### src/common/pi1wb_pkg.sv
/* Shared widths, operation codes and bus structs for the two-master Wishbone memory system.
   Imported by every RTL module and by the testbench. */

package pi1wb_pkg;

	// ~~~~~~~~~~~~~~~~~~~~~~~~~~~~~~~~~~~~~~~~~~~~~~~~~~~~~~~~~~~~~~~~~~~~~~~~~~~
	// Sizes
	// ~~~~~~~~~~~~~~~~~~~~~~~~~~~~~~~~~~~~~~~~~~~~~~~~~~~~~~~~~~~~~~~~~~~~~~~~~~~

	localparam int ARCH_BITS = 32;
	localparam int SEL_BITS  = ARCH_BITS / 8; // One select bit per byte lane
	localparam int ADDR_BITS = 30;            // Word address, lane bits removed
	localparam int MEM_WORDS = 256;
	localparam int MEM_WAIT  = 2;             // Stall cycles before the slave acks

	typedef logic [ARCH_BITS-1:0] data_t;
	typedef logic [SEL_BITS-1:0]  sel_t;
	typedef logic [ADDR_BITS-1:0] word_addr_t;
	typedef logic [ARCH_BITS-1:0] byte_addr_t;
	typedef logic                 port_id_t;

	// ~~~~~~~~~~~~~~~~~~~~~~~~~~~~~~~~~~~~~~~~~~~~~~~~~~~~~~~~~~~~~~~~~~~~~~~~~~~
	// Operation codes and bridge states
	// ~~~~~~~~~~~~~~~~~~~~~~~~~~~~~~~~~~~~~~~~~~~~~~~~~~~~~~~~~~~~~~~~~~~~~~~~~~~

	typedef enum logic [1:0] {
		PI_NOP = 2'b00,
		PI_WR  = 2'b01,
		PI_RD  = 2'b10,
		PI_RW  = 2'b11 // Atomic swap, returns the old word
	} pi_op_e;

	typedef enum logic [1:0] {
		IDLE,
		BUSY,
		SWAP_WR
	} bridge_state_e;

	// ~~~~~~~~~~~~~~~~~~~~~~~~~~~~~~~~~~~~~~~~~~~~~~~~~~~~~~~~~~~~~~~~~~~~~~~~~~~
	// Bus bundles
	// ~~~~~~~~~~~~~~~~~~~~~~~~~~~~~~~~~~~~~~~~~~~~~~~~~~~~~~~~~~~~~~~~~~~~~~~~~~~

	typedef struct packed {
		pi_op_e     op;
		word_addr_t addr;
		data_t      data;
		sel_t       sel;
	} pi_req_t;

	typedef struct packed {
		logic       cyc;
		logic       stb;
		logic       we;
		byte_addr_t addr;
		data_t      data;
		sel_t       sel;
	} wb_req_t;

	typedef struct packed {
		logic  stall;
		logic  ack;
		data_t data;
	} wb_rsp_t;

endpackage

### src/pi1_to_wb4/pi1_to_wb4.sv
/* Bridge from the peripheral port to a pipelined Wishbone B4 master.
   Reads and writes take one bus cycle; a swap is a read then a write under one cyc. */

`timescale 1ns/1ps

module pi1_to_wb4 import pi1wb_pkg::*; (
	input  logic    clk_i,
	input  logic    rst_i,

	input  pi_req_t pi_req_i,
	output logic    pi_rdy_o,
	output data_t   pi_data_o,

	output wb_req_t wb_req_o,
	input  wb_rsp_t wb_rsp_i
);

	bridge_state_e state_q;
	wb_req_t       wb_q;
	pi_op_e        op_q;   // Operation of the request in flight
	data_t         swap_q; // Old word read by a swap
	logic          done;
	logic          accept;

	// Byte address from the word address and the lowest selected lane
	function automatic byte_addr_t byte_addr(input word_addr_t addr, input sel_t sel);
		logic [$clog2(SEL_BITS)-1:0] lane;
		lane = '0;
		for (int i = SEL_BITS - 1; i >= 0; i--) begin
			if (sel[i]) begin
				lane = i[$clog2(SEL_BITS)-1:0];
			end
		end
		return {addr, lane};
	endfunction

	// A swap is not finished by its read ack, only by the ack of its write
	always_comb begin
		case (state_q)
			BUSY:    done = wb_rsp_i.ack && (op_q != PI_RW);
			SWAP_WR: done = wb_rsp_i.ack;
			default: done = 1'b0;
		endcase
	end

	assign pi_rdy_o  = (state_q == IDLE) || done;
	assign accept    = pi_rdy_o && (pi_req_i.op != PI_NOP);
	assign pi_data_o = (state_q == SWAP_WR) ? swap_q : wb_rsp_i.data;
	assign wb_req_o  = wb_q;

	// ~~~~~~~~~~~~~~~~~~~~~~~~~~~~~~~~~~~~~~~~~~~~~~~~~~~~~~~~~~~~~~~~~~~~~~~~~~~
	// Request sequencing
	// ~~~~~~~~~~~~~~~~~~~~~~~~~~~~~~~~~~~~~~~~~~~~~~~~~~~~~~~~~~~~~~~~~~~~~~~~~~~

	always_ff @(posedge clk_i) begin
		if (rst_i) begin
			state_q <= IDLE;
			wb_q.cyc <= 1'b0;
			wb_q.stb <= 1'b0;
		end else if (accept) begin
			state_q <= BUSY;
			wb_q.cyc <= 1'b1;
			wb_q.stb <= 1'b1;
		end else if (pi_rdy_o) begin
			state_q <= IDLE; // Finished, or still idle with nothing asked
			wb_q.cyc <= 1'b0;
			wb_q.stb <= 1'b0;
		end else if (state_q == BUSY && op_q == PI_RW && wb_rsp_i.ack) begin
			state_q <= SWAP_WR;
			wb_q.stb <= 1'b1; // Write half of the swap, cyc stays high
		end else if (!wb_rsp_i.stall) begin
			wb_q.stb <= 1'b0; // Transfer taken by the slave
		end
	end

	// Payload follows the same events but needs no reset
	always_ff @(posedge clk_i) begin
		if (accept) begin
			op_q      <= pi_req_i.op;
			wb_q.we   <= (pi_req_i.op == PI_WR);
			wb_q.addr <= byte_addr(pi_req_i.addr, pi_req_i.sel);
			wb_q.data <= pi_req_i.data;
			wb_q.sel  <= pi_req_i.sel;
		end else if (state_q == BUSY && op_q == PI_RW && wb_rsp_i.ack) begin
			wb_q.we <= 1'b1;
			swap_q  <= wb_rsp_i.data;
		end
	end

endmodule

### config.mk
export PLATFORM = sky130hd
export DESIGN_NAME = pi1_to_wb4
export DESIGN_NICKNAME = d
export VERILOG_FILES = /design/src/common/pi1wb_pkg.sv /design/src/pi1_to_wb4/pi1_to_wb4.sv
export SDC_FILE = /design/constraint.sdc
export NUM_CORES = 1
export LEC_CHECK = 0
export BUFFER_PORTS_ARGS = -buffer_cell sky130_fd_sc_hd__buf_2
export CAP_MARGIN = 25
export CORE_MARGIN = 4
export CORE_UTILIZATION = 47
export DETAILED_ROUTE_END_ITERATION = 8
export GPL_TIMING_DRIVEN = 0
export HOLD_SLACK_MARGIN = 0.05
export PLACE_DENSITY_LB_ADDON = 0.15
export SETUP_SLACK_MARGIN = 0.05
export SLEW_MARGIN = 20
export SYNTH_ARGS = -nofsm -noshare
export SYNTH_HDL_FRONTEND = slang
export SYNTH_SLANG_ARGS = --single-unit
### constraint.sdc
create_clock -name clk_i -period 9.9 [get_ports clk_i]
set_clock_uncertainty 0.2 [all_clocks]
set_input_delay 0.99 -clock clk_i [delete_from_list [all_inputs] [get_ports clk_i]]
set_output_delay 0.99 -clock clk_i [all_outputs]
set_load 0.005 [all_outputs]
==> metrics.yaml <==
route:
  dr.pass1.iters: 4
  wl_mm: 8.97
  drtIter0Drc: 57
  post_drt_via_cell_ratio: 4.78
  drc: 0
  vias: 2403
  routedWlPerCell_um: 17.8
  ant_nets: 0
timing:
  tightestPinTransition_ps: 599
  hold_viol: 0
  finalCritPeriodShare: 0.306
  setup_tns_ps: 0
  setup_violations: 0
  slew_violations: 0
  slew_headroom: 0.600
  rsz0062_at_grt: "no"
  fmax_mhz: 330
  period_needed_ps: 3030
yosys:
  synthTopCellsByCount: "edfxtp_1 (103), mux2_2 (32), nor2_1 (5), dfxtp_1 (4), inv_1 (4)"
  syn_area_um2: 3780
  synth_seq_area_share: 0.839
  synth_top_area_frac: 0.818
  synth_fp_nets: 281
  yosysMostFrequentCell: "edfxtp_1"
  ys_top_cells_by_area: "edfxtp_1 (82%), mux2_2 (9.5%), dfxtp_1 (2.1%)"
  async_flop_share: 0
  ys_warn_count: 0
  synth_cells: 174
  postSynthAreaPerCell_um2: 21.7
  synth_seq_cells: 107
  synth-main-ff-cell: "edfxtp_1"
  yosysUniqueCellTypes: 23
  synth_edf_count: 103
  yosysTopAreaCell: "edfxtp_1"
power:
  p_total_mw: 1.27
  ir_worst_vdd_v: 0.000161
  p_leak_nw: 2.20
  power_density_nw_per_um2: 240
place:
  globalplace.congestion: 0.739
  port_buffers: 207
  hpwl_mm: 7.06
floorplanning:
  start_util: 0.487
  ios: 208
  num_rows: 32
  dieArea_um2: 9540
  core_um2: 7770
  die_w_um: 97.7
  die_h_um: 97.7
cts:
  htree_levels: 3
  cts_tree: "built"
  cts-root-buf: "clkbuf_8"
  clk_pin_slew_ps: 90
  cts_made_buffers: 9
  post_cts_buffers: 0
  worstSkewPairLatency_ps: 360
  clkSinkCount: 107
  holdBufCountCts: 0
  clock_path_buffers: 2
  cts-resized-gates: 0
grt:
  globalRouteTotalUtil: 0.191
  grt_pass1_vias: 2447
  grt_overflow: 0
  antenna_found_initial: 0
  grt_pass1_wl_mm: 13.6
  grt_max_degree: 28
min_path:
  worstHoldStart: "wb_req_o[70]"
  whs_path_depth: 2
  worstHoldPathType: "flip-flop to flip-flop"
worst_setup_path:
  critical_path.max_fanout: 10
  worstPathRequired_ps: 8710
  crit_arrival_ps: 1840
  startpoint: "state_q[0]"
  crit_type: "flip-flop to output pin"
  reg2reg_setup_slack_ps: 7500
  r2r_start: "state_q[1]"
  worst_setup_path_end_kind: "output pin"
  cp-start-kind: "flip-flop"
  ff2ff_path_depth: 8
run:
  drv_cap: 0
layout:
  drive_gt1_frac: 0.671
  syn_to_final_growth_pct: 39.8
  diodes: 0
  nets: 503
  fin_util: 0.680
outcome:
  status: "finished clean"
==> final timing paths <==
path	endpoint
setup / recovery	pi_data_o[17]
hold / removal	wb_req_o[70]
setup reg to reg	wb_req_o[42]
hold reg to reg	wb_req_o[70]
==> placed cells by master (no fill, tap or decap) <==
cell type and n:
a211oi_1 2, a211oi_2 1, a21bo_1 1, a21o_4 1, a21oi_1 2, a21oi_4 1
a311oi_1 1, buf_12 1, buf_16 3, buf_2 210, buf_6 1, bufinv_16 2
clkbuf_1 2, clkbuf_8 9, clkinvlp_4 2, dfxtp_1 4, edfxtp_1 103, ha_1 3
inv_1 4, inv_6 1, inv_8 1, mux2_2 32, mux2_4 1, nand2_1 2
nand4_1 1, nor2_1 4, nor2_4 2, nor3_1 1, nor3b_1 1, o21ai_0 1
or2_2 1
==> layout make-up <==
type | instances | area, µm²
clock buffers | 11 | 131
clock inverters | 5 | 86.3
inverters | 5 | 23.8
fillers | 582 | 2480
well taps | 102 | 128
plain buffers | 4 | 26.3
multi-input cells | 58 | 576
repair buffers | 211 | 1140
flip-flops and latches | 107 | 3170
==> flip-flops by register name, summed over array words and instances, names as in the netlist <==
register,cells
state_q,2
swap_q,32
op_q,2
wb_req_o,71
==> worst max-delay path: stages (launching register included) <==
cell and delay, ps:
dfxtp_1 320, inv_1 100, ha_1 170, buf_6 130
buf_2 250, mux2_2 370, buf_2 130
==> through the flow <==
stage	cell area (µm²)	setup WS, ps	cells	hold slack [ps]
global route	5280	6710	503	289
CTS	5280	6830	503	272
global placement	4940	3870	483	250
finish	5280	6870	503	266
detailed placement	5060	7060	487	254
floorplan	3780	4990	174	251
==> power breakdown <==
group	internal, mW	leakage (nW)	switching [mW]
Combinational	0.144	1.09	0.170
Sequential	0.640	1.01	0.0251
Clock	0.144	0.102	0.143
Total	0.929	2.20	0.338
==> layer usage <==
layer,GRT usage,vias to the layer above,wire length [µm]
met1,0.222,1141,3330
met3,0.0596,17,668
met2,0.329,113,4740
met5,0,-,0
met4,0.0799,0,232
li1,-,1132,-
==> cells by family after synthesis <==
family,Yosys count,share of synthesized area
AOI/OAI and AO/OA,10,0.0215
adders and majority gates,3,0.00993
buffers and inverters,9,0.0132
DFF,107,0.839
muxes,33,0.0993
and+or+nand+nor,12,0.0166
No activity file was read; power rests on OpenSTA's default activity.
