$ cat config.mk
export PLATFORM = sky130hd
export DESIGN_NAME = pi1_arbiter
export DESIGN_NICKNAME = d
export VERILOG_FILES = /design/src/common/pi1wb_pkg.sv /design/src/verilog/pi1_arbiter.sv
export SDC_FILE = /design/constraint.sdc
export NUM_CORES = 1
export LEC_CHECK = 0
export BUFFER_PORTS_ARGS = -buffer_cell sky130_fd_sc_hd__buf_2
export CAP_MARGIN = 0
export CORE_AREA = 2 2 117 119
export DETAILED_ROUTE_END_ITERATION = 6
export DIE_AREA = 0 0 119 121
export PLACE_DENSITY = 0.68
export REMOVE_ABC_BUFFERS = 1
export SLEW_MARGIN = 40
export SYNTH_ARGS = -nofsm -noshare
export SYNTH_HDL_FRONTEND = slang
export SYNTH_SLANG_ARGS = --single-unit
$ cat constraint.sdc
create_clock -name clk_i -period 1.3 [get_ports clk_i]
set_input_delay 0.065 -clock clk_i [delete_from_list [all_inputs] [get_ports clk_i]]
set_output_delay 0.065 -clock clk_i [all_outputs]
set_load 0.05 [all_outputs]
$ cat src/common/pi1wb_pkg.sv
/* Shared widths, operation codes and bus structs for the two-master Wishbone memory system.
   Imported by every RTL module and by the testbench. */

package pi1wb_pkg;

	// ~~~~~~~~~~~~~~~~~~~~~~~~~~~~~~~~~~~~~~~~~~~~~~~~~~~~~~~~~~~~~~~~~~~~~~~~~~~
	// Sizes
	// ~~~~~~~~~~~~~~~~~~~~~~~~~~~~~~~~~~~~~~~~~~~~~~~~~~~~~~~~~~~~~~~~~~~~~~~~~~~

	localparam int ARCH_BITS = 32;
	localparam int SEL_BITS  = ARCH_BITS / 8; // One select bit per byte lane
	localparam int ADDR_BITS = 30;            // Word address, lane bits removed
	localparam int MEM_WORDS = 256;
	localparam int MEM_WAIT  = 2;             // Stall cycles before the slave acks

	typedef logic [ARCH_BITS-1:0] data_t;
	typedef logic [SEL_BITS-1:0]  sel_t;
	typedef logic [ADDR_BITS-1:0] word_addr_t;
	typedef logic [ARCH_BITS-1:0] byte_addr_t;
	typedef logic                 port_id_t;

	// ~~~~~~~~~~~~~~~~~~~~~~~~~~~~~~~~~~~~~~~~~~~~~~~~~~~~~~~~~~~~~~~~~~~~~~~~~~~
	// Operation codes and bridge states
	// ~~~~~~~~~~~~~~~~~~~~~~~~~~~~~~~~~~~~~~~~~~~~~~~~~~~~~~~~~~~~~~~~~~~~~~~~~~~

	typedef enum logic [1:0] {
		PI_NOP = 2'b00,
		PI_WR  = 2'b01,
		PI_RD  = 2'b10,
		PI_RW  = 2'b11 // Atomic swap, returns the old word
	} pi_op_e;

	typedef enum logic [1:0] {
		IDLE,
		BUSY,
		SWAP_WR
	} bridge_state_e;

	// ~~~~~~~~~~~~~~~~~~~~~~~~~~~~~~~~~~~~~~~~~~~~~~~~~~~~~~~~~~~~~~~~~~~~~~~~~~~
	// Bus bundles
	// ~~~~~~~~~~~~~~~~~~~~~~~~~~~~~~~~~~~~~~~~~~~~~~~~~~~~~~~~~~~~~~~~~~~~~~~~~~~

	typedef struct packed {
		pi_op_e     op;
		word_addr_t addr;
		data_t      data;
		sel_t       sel;
	} pi_req_t;

	typedef struct packed {
		logic       cyc;
		logic       stb;
		logic       we;
		byte_addr_t addr;
		data_t      data;
		sel_t       sel;
	} wb_req_t;

	typedef struct packed {
		logic  stall;
		logic  ack;
		data_t data;
	} wb_rsp_t;

endpackage

$ cat src/verilog/pi1_arbiter.sv
/* Round-robin arbiter that merges two peripheral ports onto one bridge port.
   The owner of the request in flight gets the completing rdy and its read data. */

`timescale 1ns/1ps

module pi1_arbiter import pi1wb_pkg::*; (
	input  logic    clk_i,
	input  logic    rst_i,

	input  pi_req_t m0_req_i,
	output logic    m0_rdy_o,
	output data_t   m0_data_o,

	input  pi_req_t m1_req_i,
	output logic    m1_rdy_o,
	output data_t   m1_data_o,

	output pi_req_t s_req_o,
	input  logic    s_rdy_i,
	input  data_t   s_data_i
);

	logic     m0_valid;
	logic     m1_valid;
	port_id_t grant;
	port_id_t last_q;  // Port granted most recently
	port_id_t owner_q; // Port whose request is in the bridge
	logic     pend_q;
	logic     accept;

	assign m0_valid = (m0_req_i.op != PI_NOP);
	assign m1_valid = (m1_req_i.op != PI_NOP);

	// While a request is in flight the port is pinned to its owner, so the
	// completion cycle cannot be handed to the other master
	always_comb begin
		if (pend_q) begin
			grant = owner_q;
		end else if (m0_valid && m1_valid) begin
			grant = ~last_q; // Both want it, the one not served last wins
		end else if (m1_valid) begin
			grant = 1'b1;
		end else if (m0_valid) begin
			grant = 1'b0;
		end else begin
			grant = ~last_q;
		end
	end

	assign s_req_o = grant ? m1_req_i : m0_req_i;
	assign accept  = s_rdy_i && (s_req_o.op != PI_NOP);

	assign m0_rdy_o = s_rdy_i && (grant == 1'b0);
	assign m1_rdy_o = s_rdy_i && (grant == 1'b1);

	// Read data goes to both, only the port with rdy high takes it
	assign m0_data_o = s_data_i;
	assign m1_data_o = s_data_i;

	always_ff @(posedge clk_i) begin
		if (rst_i) begin
			last_q  <= 1'b1; // Port 0 has priority out of reset
			owner_q <= 1'b0;
			pend_q  <= 1'b0;
		end else if (accept) begin
			last_q  <= grant;
			owner_q <= grant;
			pend_q  <= 1'b1;
		end else if (s_rdy_i) begin
			pend_q  <= 1'b0; // Completed with nothing new behind it
		end
	end

endmodule

==> results.py, run 1 <==
metrics = {
    "status": {
        "status": "finished with violations",
        "violations": "setup timing",
    },
    "grt": {
        "grt_use_total_pct": 19.7,
        "grt_max_degree": 35,
        "grt_remaining_overflow": 0,
        "grt_pass1_vias": 4112,
        "grt_pass1_wl_um": 22500,
        "antenna_found_initial": 0,
    },
    "worst_setup_path": {
        "path_cells": "inv_2 > maj3_4 > buf_6 > nor3_1 > nor3_1 > buf_4",
        "crit_path_end_kind": "primary output",
        "slowest_delay_ns": 0.43,
        "cp_common_cell": "nor3_1",
        "cp-start-kind": "flop",
        "critPathArrivalTime_ns": 1.74,
        "path_class": "flop to primary output",
        "worst-path-max-fanout": 12,
        "cp_slowest_cell": "maj3_4",
        "crit_required_ns": 1.24,
    },
    "yosys": {
        "synth_edf_count": 0,
        "yosysTopAreaCell": "mux2_2",
        "yosys-top-cells-count": "138 x nor3_1, 69 x o22ai_1, 68 x mux2_2",
        "synth_top_cell_area_share_pct": 22.1,
        "avgSynthCellArea_um2": 7.20,
        "async_flop_share_pct": 0,
        "synthFlopType": "dfxtp_1",
        "yosysMostFrequentCell": "nor3_1",
        "synth_top_cells_by_area": "mux2_2 22%, nor3_1 20%, nor3_2 17%",
        "synthCells": 482,
        "synth_cell_types": 25,
        "synth_area_um2": 3470,
        "synth-seq-cells": 3,
        "seq_area_frac_synth_pct": 1.73,
        "synth_warnings": 0,
    },
    "flow_run": {
        "cap_violations": 0,
    },
    "floorplan": {
        "die-area_um2": 14400,
        "die_x_um": 119,
        "boundaryPins": 305,
        "fp.coreArea_um2": 13100,
        "initial_core_util_pct": 26.5,
        "fp-row-count": 42,
        "die_y_um": 121,
    },
    "timing": {
        "worst_slack_ns": -0.508,
        "slew_headroom_pct": 81.1,
        "finalHoldViolations": 0,
        "finalCritPeriodShare_pct": 139,
        "finClkSkew_ns": 0.00217,
        "setup_viol": 71,
        "tightest_slew_ns": 0.283,
        "hold_slack_ns": 0.0396,
        "fmax_mhz": 553,
        "tns_ns": -29.22,
        "final_max_slew_viol_count": 0,
        "period_needed_ns": 1.81,
        "rsz0062_at_grt": "true",
    },
    "pwr": {
        "powerDensity_nw_per_um2": 800,
        "ir_drop_v": 0.000408,
        "total_power_mw": 4.98,
        "p_leak_nw": 2.52,
        "switching_share_pct": 53.2,
        "p_seq_share_pct": 2.3,
        "combPwrFrac_pct": 87.7,
        "p_clk_share_pct": 10.0,
        "power.switching_mw": 2.65,
        "p_int_mw": 2.33,
    },
    "clocking": {
        "htree_levels": 1,
        "clock-sinks": 3,
        "cts_buffers": 3,
        "root_buffer": "clkbuf_16",
        "path_clk_slew_ns": 0.03,
        "cts_tree": "built",
        "insertion_delay_ns": 0.23,
        "ctsLongestPathBuffers": 2,
    },
    "final_layout": {
        "stdcell_count": 837,
        "multiInputGateArea_um2": 3390,
        "fin_area_um2": 6220,
        "fill_cells": 1227,
        "areaGrowthSynthToFinish_pct": 79.2,
        "drive_above_1_share_pct": 78.8,
        "nets": 833,
        "seq_area_um2": 71.3,
        "insertedDiodeCount": 0,
    },
    "placement": {
        "dpl_cell_area_um2": 4820,
        "dp_hpwl_um": 11100,
        "gp_congestion": 0.790,
        "post-place-cells": 817,
        "io_buffers": 208,
    },
    "routing": {
        "ant_nets": 0,
        "totalWireLength_um": 16900,
        "drtIter0Drc": 204,
        "wire_per_inst_um": 20.2,
        "vias_per_cell": 5.58,
        "remaining_drc_errors": 0,
        "vias": 4672,
        "firstDrtPassIters": 4,
    },
    "hold_path": {
        "worst_hold_path_type": "input port to flop",
    },
}
## layer usage
layer | vias to the layer above | GRT usage, % | wire length, um
met5 | - | 5.51 | 107
met4 | 5 | 2.68 | 327
met3 | 33 | 9.87 | 2010
met2 | 278 | 31.4 | 7690
met1 | 2213 | 24.0 | 6730
li1 | 2143 | - | -
## power groups by stage
stage               Combinational [mW]  Clock [mW]  Sequential, mW
finish                            4.36       0.498           0.116
global route                      4.57       0.511           0.118
CTS                               3.97       0.500           0.115
detailed placement                3.53           0           0.114
global placement                  3.51           0           0.114
floorplan                         2.02           0           0.228
## sequential cells by signal (all words and copies together), names as in the netlist
| register | count |
|---|---|
| last_q | 1 |
| owner_q | 1 |
| pend_q | 1 |
## final timing paths
path / start / endpoint / slack [ns] / depth (start not counted)
max reg2reg: owner_q$_SDFFE_PP0P_ / last_q$_SDFFE_PP1P_ / 0 / 7
min: rst_i / owner_q$_SDFFE_PP0P_ / 0.04 / 2
max: last_q$_SDFFE_PP1P_ / s_req_o[5] / -0.51 / 6
min reg2reg: last_q$_SDFFE_PP1P_ / last_q$_SDFFE_PP1P_ / 0.60 / 3
## cell families (layout without fill, tap and decap cells)
kind of cell             count (synthesis)  in the layout  share of synthesized area [%]
adder cells (fa/ha/maj)                  2              2                          0.721
flip-flops                               3              3                           1.73
AO/OA/AOI/OAI                           84             84                           14.8
multiplexers                            68             68                           22.1
buffers and inverters                  110            289                           21.2
AND/OR/NAND/NOR                        215            215                           39.4
## placed cells by master, fill, tap and decap left out
cell type    n
buf_2      138
nor3_2     104
buf_4       76
nor3_1      75
mux2_2      53
o22ai_1     39
buf_12      30
o22ai_2     29
buf_6       26
nor3_4      19
mux2_4      15
clkbuf_16    8
nor2_1       5
a21oi_1      4
nand2_1      4
buf_16       4
buf_8        4
o21ai_0      3
dfxtp_4      3
inv_2        2
a21oi_2      2
or2_1        2
nand2_2      2
o21ai_1      2
nand3b_1     1
maj3_4       1
maj3_2       1
o22ai_4      1
nand2_4      1
nor2b_4      1
a21boi_1     1
nand2b_1     1
a311oi_1     1
o21ai_2      1
a31oi_1      1
clkbuf_1     1
## through the flow
stage	utilization (%)	setup slack (ns)
global route	47.5	-0.629
floorplan	-	-4.75
global placement	36.8	-0.327
CTS	42.1	-0.492
finish	47.5	-0.508
detailed placement	36.8	-0.346
## critical path: cells and delay by family, from the launching register on
kind | cells | cell delay (ns)
fa+ha+maj | 1 | 0.43
flops | 1 | 0.35
buf+inv | 3 | 0.43
simple gates | 2 | 0.30
## cell type report
class                           instances  area share, %
Inverter                                2          0.121
Tap cell                              176           3.54
Multi-Input combinational cell        369           54.5
Sequential cell                         3           1.15
Clock buffer                            4           1.27
Timing Repair Buffer                  283           39.4
## repair_timing
item                       4_1_cts  5_1_grt
hold buffers                     0        0
gates resized for setup        127      126
gates cloned                     6        5
pin swaps                       24       20
setup endpoints to repair       70       71
setup buffers                    5        6
No activity file was read; power rests on OpenSTA's default activity.
==> inputs of run 2 (changes only) <==
--- a/config.mk
+++ b/config.mk
@@ -10,6 +10,7 @@
 export CORE_AREA = 2 2 117 119
 export DETAILED_ROUTE_END_ITERATION = 6
 export DIE_AREA = 0 0 119 121
+export MAX_ROUTING_LAYER = met4
 export PLACE_DENSITY = 0.68
 export REMOVE_ABC_BUFFERS = 1
 export SLEW_MARGIN = 40
==> run 2 against run 1 <==
The flow still finishes with violations (setup timing). Register-to-register slack is essentially flat. Worst setup slack lost 0.0041 ns. Clock power hardly changed. Cell count fell by 0.12%. Highest routed layer is now met4.
==> results.py, run 2 (same netlist as run 1, synthesis figures left out) <==
metrics = {
    "worst_setup_path": {
        "crit_path_end_kind": "primary output",
        "path_class": "flop to primary output",
        "cp-start-kind": "flop",
        "rr_startpoint": "owner_q$_SDFFE_PP0P_",
        "r2r_setup_slack_ns": 0,
        "r2r_end": "last_q$_SDFFE_PP1P_",
        "critPathArrivalTime_ns": 1.75,
        "crit_required_ns": 1.24,
        "reg2reg_depth": 7,
        "worst-path-max-fanout": 6,
    },
    "routing": {
        "dr_wl_met2_um": 7670,
        "ant_nets": 0,
        "vias": 4662,
        "drtIter0Drc": 182,
        "met3_wirelength_um": 2070,
        "top_layer": "met4",
        "totalWireLength_um": 16800,
        "wire_per_inst_um": 20.1,
        "met1_length_um": 6800,
        "remaining_drc_errors": 0,
        "vias_per_cell": 5.58,
        "firstDrtPassIters": 4,
    },
    "final_layout": {
        "areaGrowthSynthToFinish_pct": 78.1,
        "stdcell_count": 836,
        "top_regs": "last_q (1), owner_q (1), pend_q (1)",
        "mostFrequentLayoutCells": "138 x buf_2, 103 x nor3_2, 77 x buf_4",
        "nets": 832,
        "drive_above_1_share_pct": 78.8,
        "layout_commonest_cell": "buf_2",
        "insertedDiodeCount": 0,
    },
    "clocking": {
        "ctsLongestPathBuffers": 2,
        "path_clk_slew_ns": 0.03,
        "cts_tree": "built",
        "ctsHoldBuffers": 0,
        "root_buffer": "clkbuf_16",
        "htree_levels": 1,
        "cts_buffers": 3,
        "insertion_delay_ns": 0.23,
        "clock-sinks": 3,
    },
    "timing": {
        "setup_viol": 70,
        "finClkSkew_ns": 0.00168,
        "fmax_mhz": 552,
        "tightest_slew_ns": 0.278,
        "rsz0062_at_grt": "true",
        "period_needed_ns": 1.81,
        "finalHoldViolations": 0,
        "hold_slack_ns": 0.0456,
        "final_max_slew_viol_count": 0,
        "slew_headroom_pct": 81.4,
        "worst_slack_ns": -0.512,
        "finalCritPeriodShare_pct": 139,
    },
    "placement": {
        "io_buffers": 208,
        "dp_hpwl_um": 11100,
        "post-place-cells": 817,
        "dp_slack_ns": -0.346,
        "gp_congestion": 0.801,
    },
    "grt": {
        "grt_pass1_wl_um": 22500,
        "grt_use_total_pct": 20.3,
        "grt_pass1_vias": 4108,
        "grt_remaining_overflow": 0,
        "grt_max_degree": 35,
        "antenna_found_initial": 0,
    },
    "pwr": {
        "p_leak_nw": 2.50,
        "powerDensity_nw_per_um2": 801,
        "ir_drop_v": 0.000410,
    },
    "floorplan": {
        "boundaryPins": 305,
        "die_x_um": 119,
        "fp-row-count": 42,
        "initial_core_util_pct": 26.5,
        "die-area_um2": 14400,
        "die_y_um": 121,
        "fp.coreArea_um2": 13100,
    },
    "hold_path": {
        "worstHoldStart": "rst_i",
        "worst_hold_path_type": "input port to flop",
        "holdPathStages": 2,
        "hold_end": "pend_q$_SDFFE_PP0P_",
    },
    "status": {
        "status": "finished with violations",
        "violations": "setup timing",
    },
    "flow_run": {
        "cap_violations": 0,
    },
}
## run 2: per-stage QoR
| step | power, mW | utilization (%) | instance area (um2) | TNS, ns |
|---|---|---|---|---|
| 6_report | 4.95 | 47.2 | 6180 | -29.13 |
| 2_1_floorplan | 2.25 | - | 2740 | -305.37 |
| 3_3_place_gp | 3.62 | 36.8 | 4820 | -18.46 |
| 4_1_cts | 4.59 | 42.1 | 5510 | -30.20 |
| 3_5_place_dp | 3.64 | 36.8 | 4820 | -19.40 |
| 5_1_grt | 5.18 | 47.2 | 6180 | -33.09 |
## run 2: critical path, stage by stage (launching register included)
cell and delay (ns):
dfxtp_4 0.35, inv_2 0.04, maj3_4 0.43, buf_6 0.17
buf_8 0.14, nor3_2 0.12, nor3_1 0.07, buf_4 0.19
## run 2: how the worst max path moves through the flow
stage | startpoint | end | cells past startpoint
after global placement | m0_req_i[67] | s_req_o[53] | 8
after global routing | last_q$_SDFFE_PP1P_ | s_req_o[5] | 6
final | last_q$_SDFFE_PP1P_ | s_req_o[46] | 7
after floorplan | pend_q$_SDFFE_PP0P_ | s_req_o[66] | 2
after detailed placement | m0_req_i[67] | s_req_o[13] | 8
after CTS | last_q$_SDFFE_PP1P_ | s_req_o[64] | 7
## run 2: final cells by class
cell class	count	area (um2)
Tap cell	176	220
Clock buffer	4	78.8
Sequential cell	3	71.3
Multi-Input combinational cell	369	3390
Inverter	2	7.51
Fill cell	1229	6900
Timing Repair Buffer	282	2420
## run 2: what timing repair did
item	in CTS	in global routing
setup endpoints to repair	70	71
endpoints found under the hold margin	0	0
pin swaps	24	16
resized for setup	127	123
gates cloned	6	4
setup buffers	5	6
## run 2: where the power goes
group          total, mW  switching (mW)  internal (mW)
combinational       4.34            2.53           1.81
clock              0.497          0.0919          0.405
sequential         0.116          0.0166         0.0996
## run 2: routing by layer
layer / global-route usage (%) / vias up
li1: - / 2138
met1: 24.3 / 2210
met2: 31.6 / 287
met3: 10.1 / 27
met4: 2.68 / 0
met5: - / -
==> inputs of run 3 (changes only) <==
==> constraint.sdc (replaced) <==
create_clock -name clk_i -period 1.3 [get_ports clk_i]
set_input_delay 0.13 -clock clk_i [delete_from_list [all_inputs] [get_ports clk_i]]
set_output_delay 0.13 -clock clk_i [all_outputs]
set_load 0.05 [all_outputs]
==> run 3 against run 2 <==
The run still ends with setup timing left. Sequential power about the same. Die area did not move. Sequential cell count unchanged. Non-clock buffer count down 7. Hold slack improved by 0.065 ns. Via count up 1.4%.
==> results.py, run 3 (same netlist as run 1, synthesis figures left out) <==
metrics = {
    "clocking": {
        "root_buffer": "clkbuf_16",
        "insertion_delay_ns": 0.23,
        "htree_levels": 1,
        "cts_tree": "built",
        "cts_buffers": 3,
        "path_clk_slew_ns": 0.03,
        "clock-sinks": 3,
        "ctsLongestPathBuffers": 2,
    },
    "status": {
        "status": "finished with violations",
        "violations": "setup timing",
    },
    "grt": {
        "grt_max_degree": 36,
        "grt_pass1_wl_um": 22300,
        "grt_use_total_pct": 20.0,
        "antenna_found_initial": 0,
        "grt_remaining_overflow": 0,
        "grt_pass1_vias": 4015,
    },
    "hold_path": {
        "worst_hold_path_type": "input port to flop",
    },
    "worst_setup_path": {
        "worst-path-max-fanout": 7,
        "r2r_end": "last_q$_SDFFE_PP1P_",
        "worstSetupStartpoint": "last_q$_SDFFE_PP1P_",
        "path_class": "flop to primary output",
        "reg2reg_depth": 8,
        "rr_startpoint": "owner_q$_SDFFE_PP0P_",
        "crit_end": "s_req_o[18]",
        "crit_required_ns": 1.17,
        "cp-start-kind": "flop",
        "critPathArrivalTime_ns": 1.73,
        "crit_path_end_kind": "primary output",
        "r2r_setup_slack_ns": -0.09,
    },
    "pwr": {
        "switching_share_pct": 53.7,
        "combPwrFrac_pct": 88.0,
        "p_int_mw": 2.37,
        "powerDensity_nw_per_um2": 785,
        "power.switching_mw": 2.76,
        "p_leak_nw": 2.58,
        "p_clk_share_pct": 9.7,
        "p_seq_share_pct": 2.2,
        "ir_drop_v": 0.000330,
    },
    "floorplan": {
        "initial_core_util_pct": 26.5,
        "boundaryPins": 305,
        "die-area_um2": 14400,
        "die_x_um": 119,
        "fp-row-count": 42,
        "fp.coreArea_um2": 13100,
        "die_y_um": 121,
    },
    "flow_run": {
        "cap_violations": 0,
    },
    "final_layout": {
        "fin_area_um2": 6540,
        "top_regs": "last_q (1), owner_q (1), pend_q (1)",
        "insertedDiodeCount": 0,
        "fill_cells": 1196,
        "seq_area_um2": 71.3,
        "drive_above_1_share_pct": 83.2,
        "multiInputGateArea_um2": 3670,
        "areaGrowthSynthToFinish_pct": 88.3,
        "mostFrequentLayoutCells": "138 x buf_2, 114 x nor3_2, 51 x mux2_2, 51 x buf_4, 50 x nor3_1",
        "nets": 826,
        "layout_commonest_cell": "buf_2",
    },
    "routing": {
        "vias": 4728,
        "totalWireLength_um": 18100,
        "vias_per_cell": 5.70,
        "drtIter0Drc": 226,
        "remaining_drc_errors": 0,
        "wire_per_inst_um": 21.9,
        "firstDrtPassIters": 5,
        "ant_nets": 0,
    },
    "placement": {
        "dp_hpwl_um": 11200,
        "dpl_cell_area_um2": 4710,
        "io_buffers": 208,
        "dp_slack_ns": -0.476,
        "gp_congestion": 0.825,
    },
    "timing": {
        "finClkSkew_ns": 0.00266,
        "worst_slack_ns": -0.555,
        "final_max_slew_viol_count": 0,
        "setup_viol": 72,
        "tightest_slew_ns": 0.266,
        "fmax_mhz": 539,
        "period_needed_ns": 1.86,
        "finalCritPeriodShare_pct": 143,
        "rsz0062_at_grt": "true",
        "finalHoldViolations": 0,
        "slew_headroom_pct": 82.2,
        "hold_slack_ns": 0.111,
    },
}
run 3: worst min-delay path by stage:
stage / startpoint / end / slack (ns) / cells after the start
after detailed placement: s_data_i[11] / m0_data_o[11] / 0.26 / 0
after global placement: s_data_i[11] / m0_data_o[11] / 0.26 / 0
final: rst_i / pend_q$_SDFFE_PP0P_ / 0.11 / 2
after CTS: rst_i / owner_q$_SDFFE_PP0P_ / 0.11 / 2
after floorplan: rst_i / owner_q$_SDFFE_PP0P_ / 0.20 / 1
after global routing: rst_i / owner_q$_SDFFE_PP0P_ / 0.12 / 2
run 3: layer usage:
| metal | part of all wire [%] | global-route usage [%] | routed length, um | vias to the layer above |
|---|---|---|---|---|
| li1 | - | - | - | 2133 |
| met1 | 39 | 23.9 | 7020 | 2259 |
| met2 | 47 | 29.7 | 8500 | 319 |
| met3 | 14 | 12.1 | 2450 | 17 |
| met4 | 0.96 | 2.46 | 175 | 0 |
| met5 | 0 | - | 0 | - |
run 3: area by class of cell:
| type | count | area share (%) |
|---|---|---|
| clock buffers | 4 | 1.21 |
| inverters | 2 | 0.230 |
| multi-input cells | 370 | 56.1 |
| flip-flops and latches | 3 | 1.09 |
| well taps | 176 | 3.37 |
| repair buffers | 275 | 38.0 |
run 3: power by group through the flow:
| stage | combinational (mW) | sequential [mW] | clock [mW] |
|---|---|---|---|
| after global placement | 3.42 | 0.114 | 0 |
| after detailed placement | 3.44 | 0.114 | 0 |
| after CTS | 3.81 | 0.115 | 0.505 |
| after floorplan | 2.02 | 0.228 | 0 |
| final | 4.52 | 0.114 | 0.499 |
| after global routing | 4.73 | 0.116 | 0.518 |
run 3: timing repair:
item | 4_1_cts | 5_1_grt
resized for setup | 99 | 215
endpoints found under the setup margin | 70 | 71
gates cloned | 4 | 11
hold buffers | 0 | 0
pin swaps | 10 | 42
setup buffers | 6 | 5
run 3: through the flow:
stage / setup TNS [ns] / utilization (%) / std cells / power (mW)
finish: -32.92 / 50.0 / 830 / 5.13
global route: -36.36 / 50.0 / 830 / 5.36
CTS: -34.05 / 40.5 / 822 / 4.43
detailed placement: -28.15 / 36.0 / 808 / 3.55
global placement: -27.65 / 36.0 / 808 / 3.53
floorplan: -309.92 / - / 374 / 2.25
run 3: critical path: stages, from the launching register on:
cell	delay, ns
dfxtp_4	0.36
inv_4	0.05
maj3_4	0.44
buf_6	0.19
nor3_1	0.17
nor3_1	0.09
buf_4	0.19
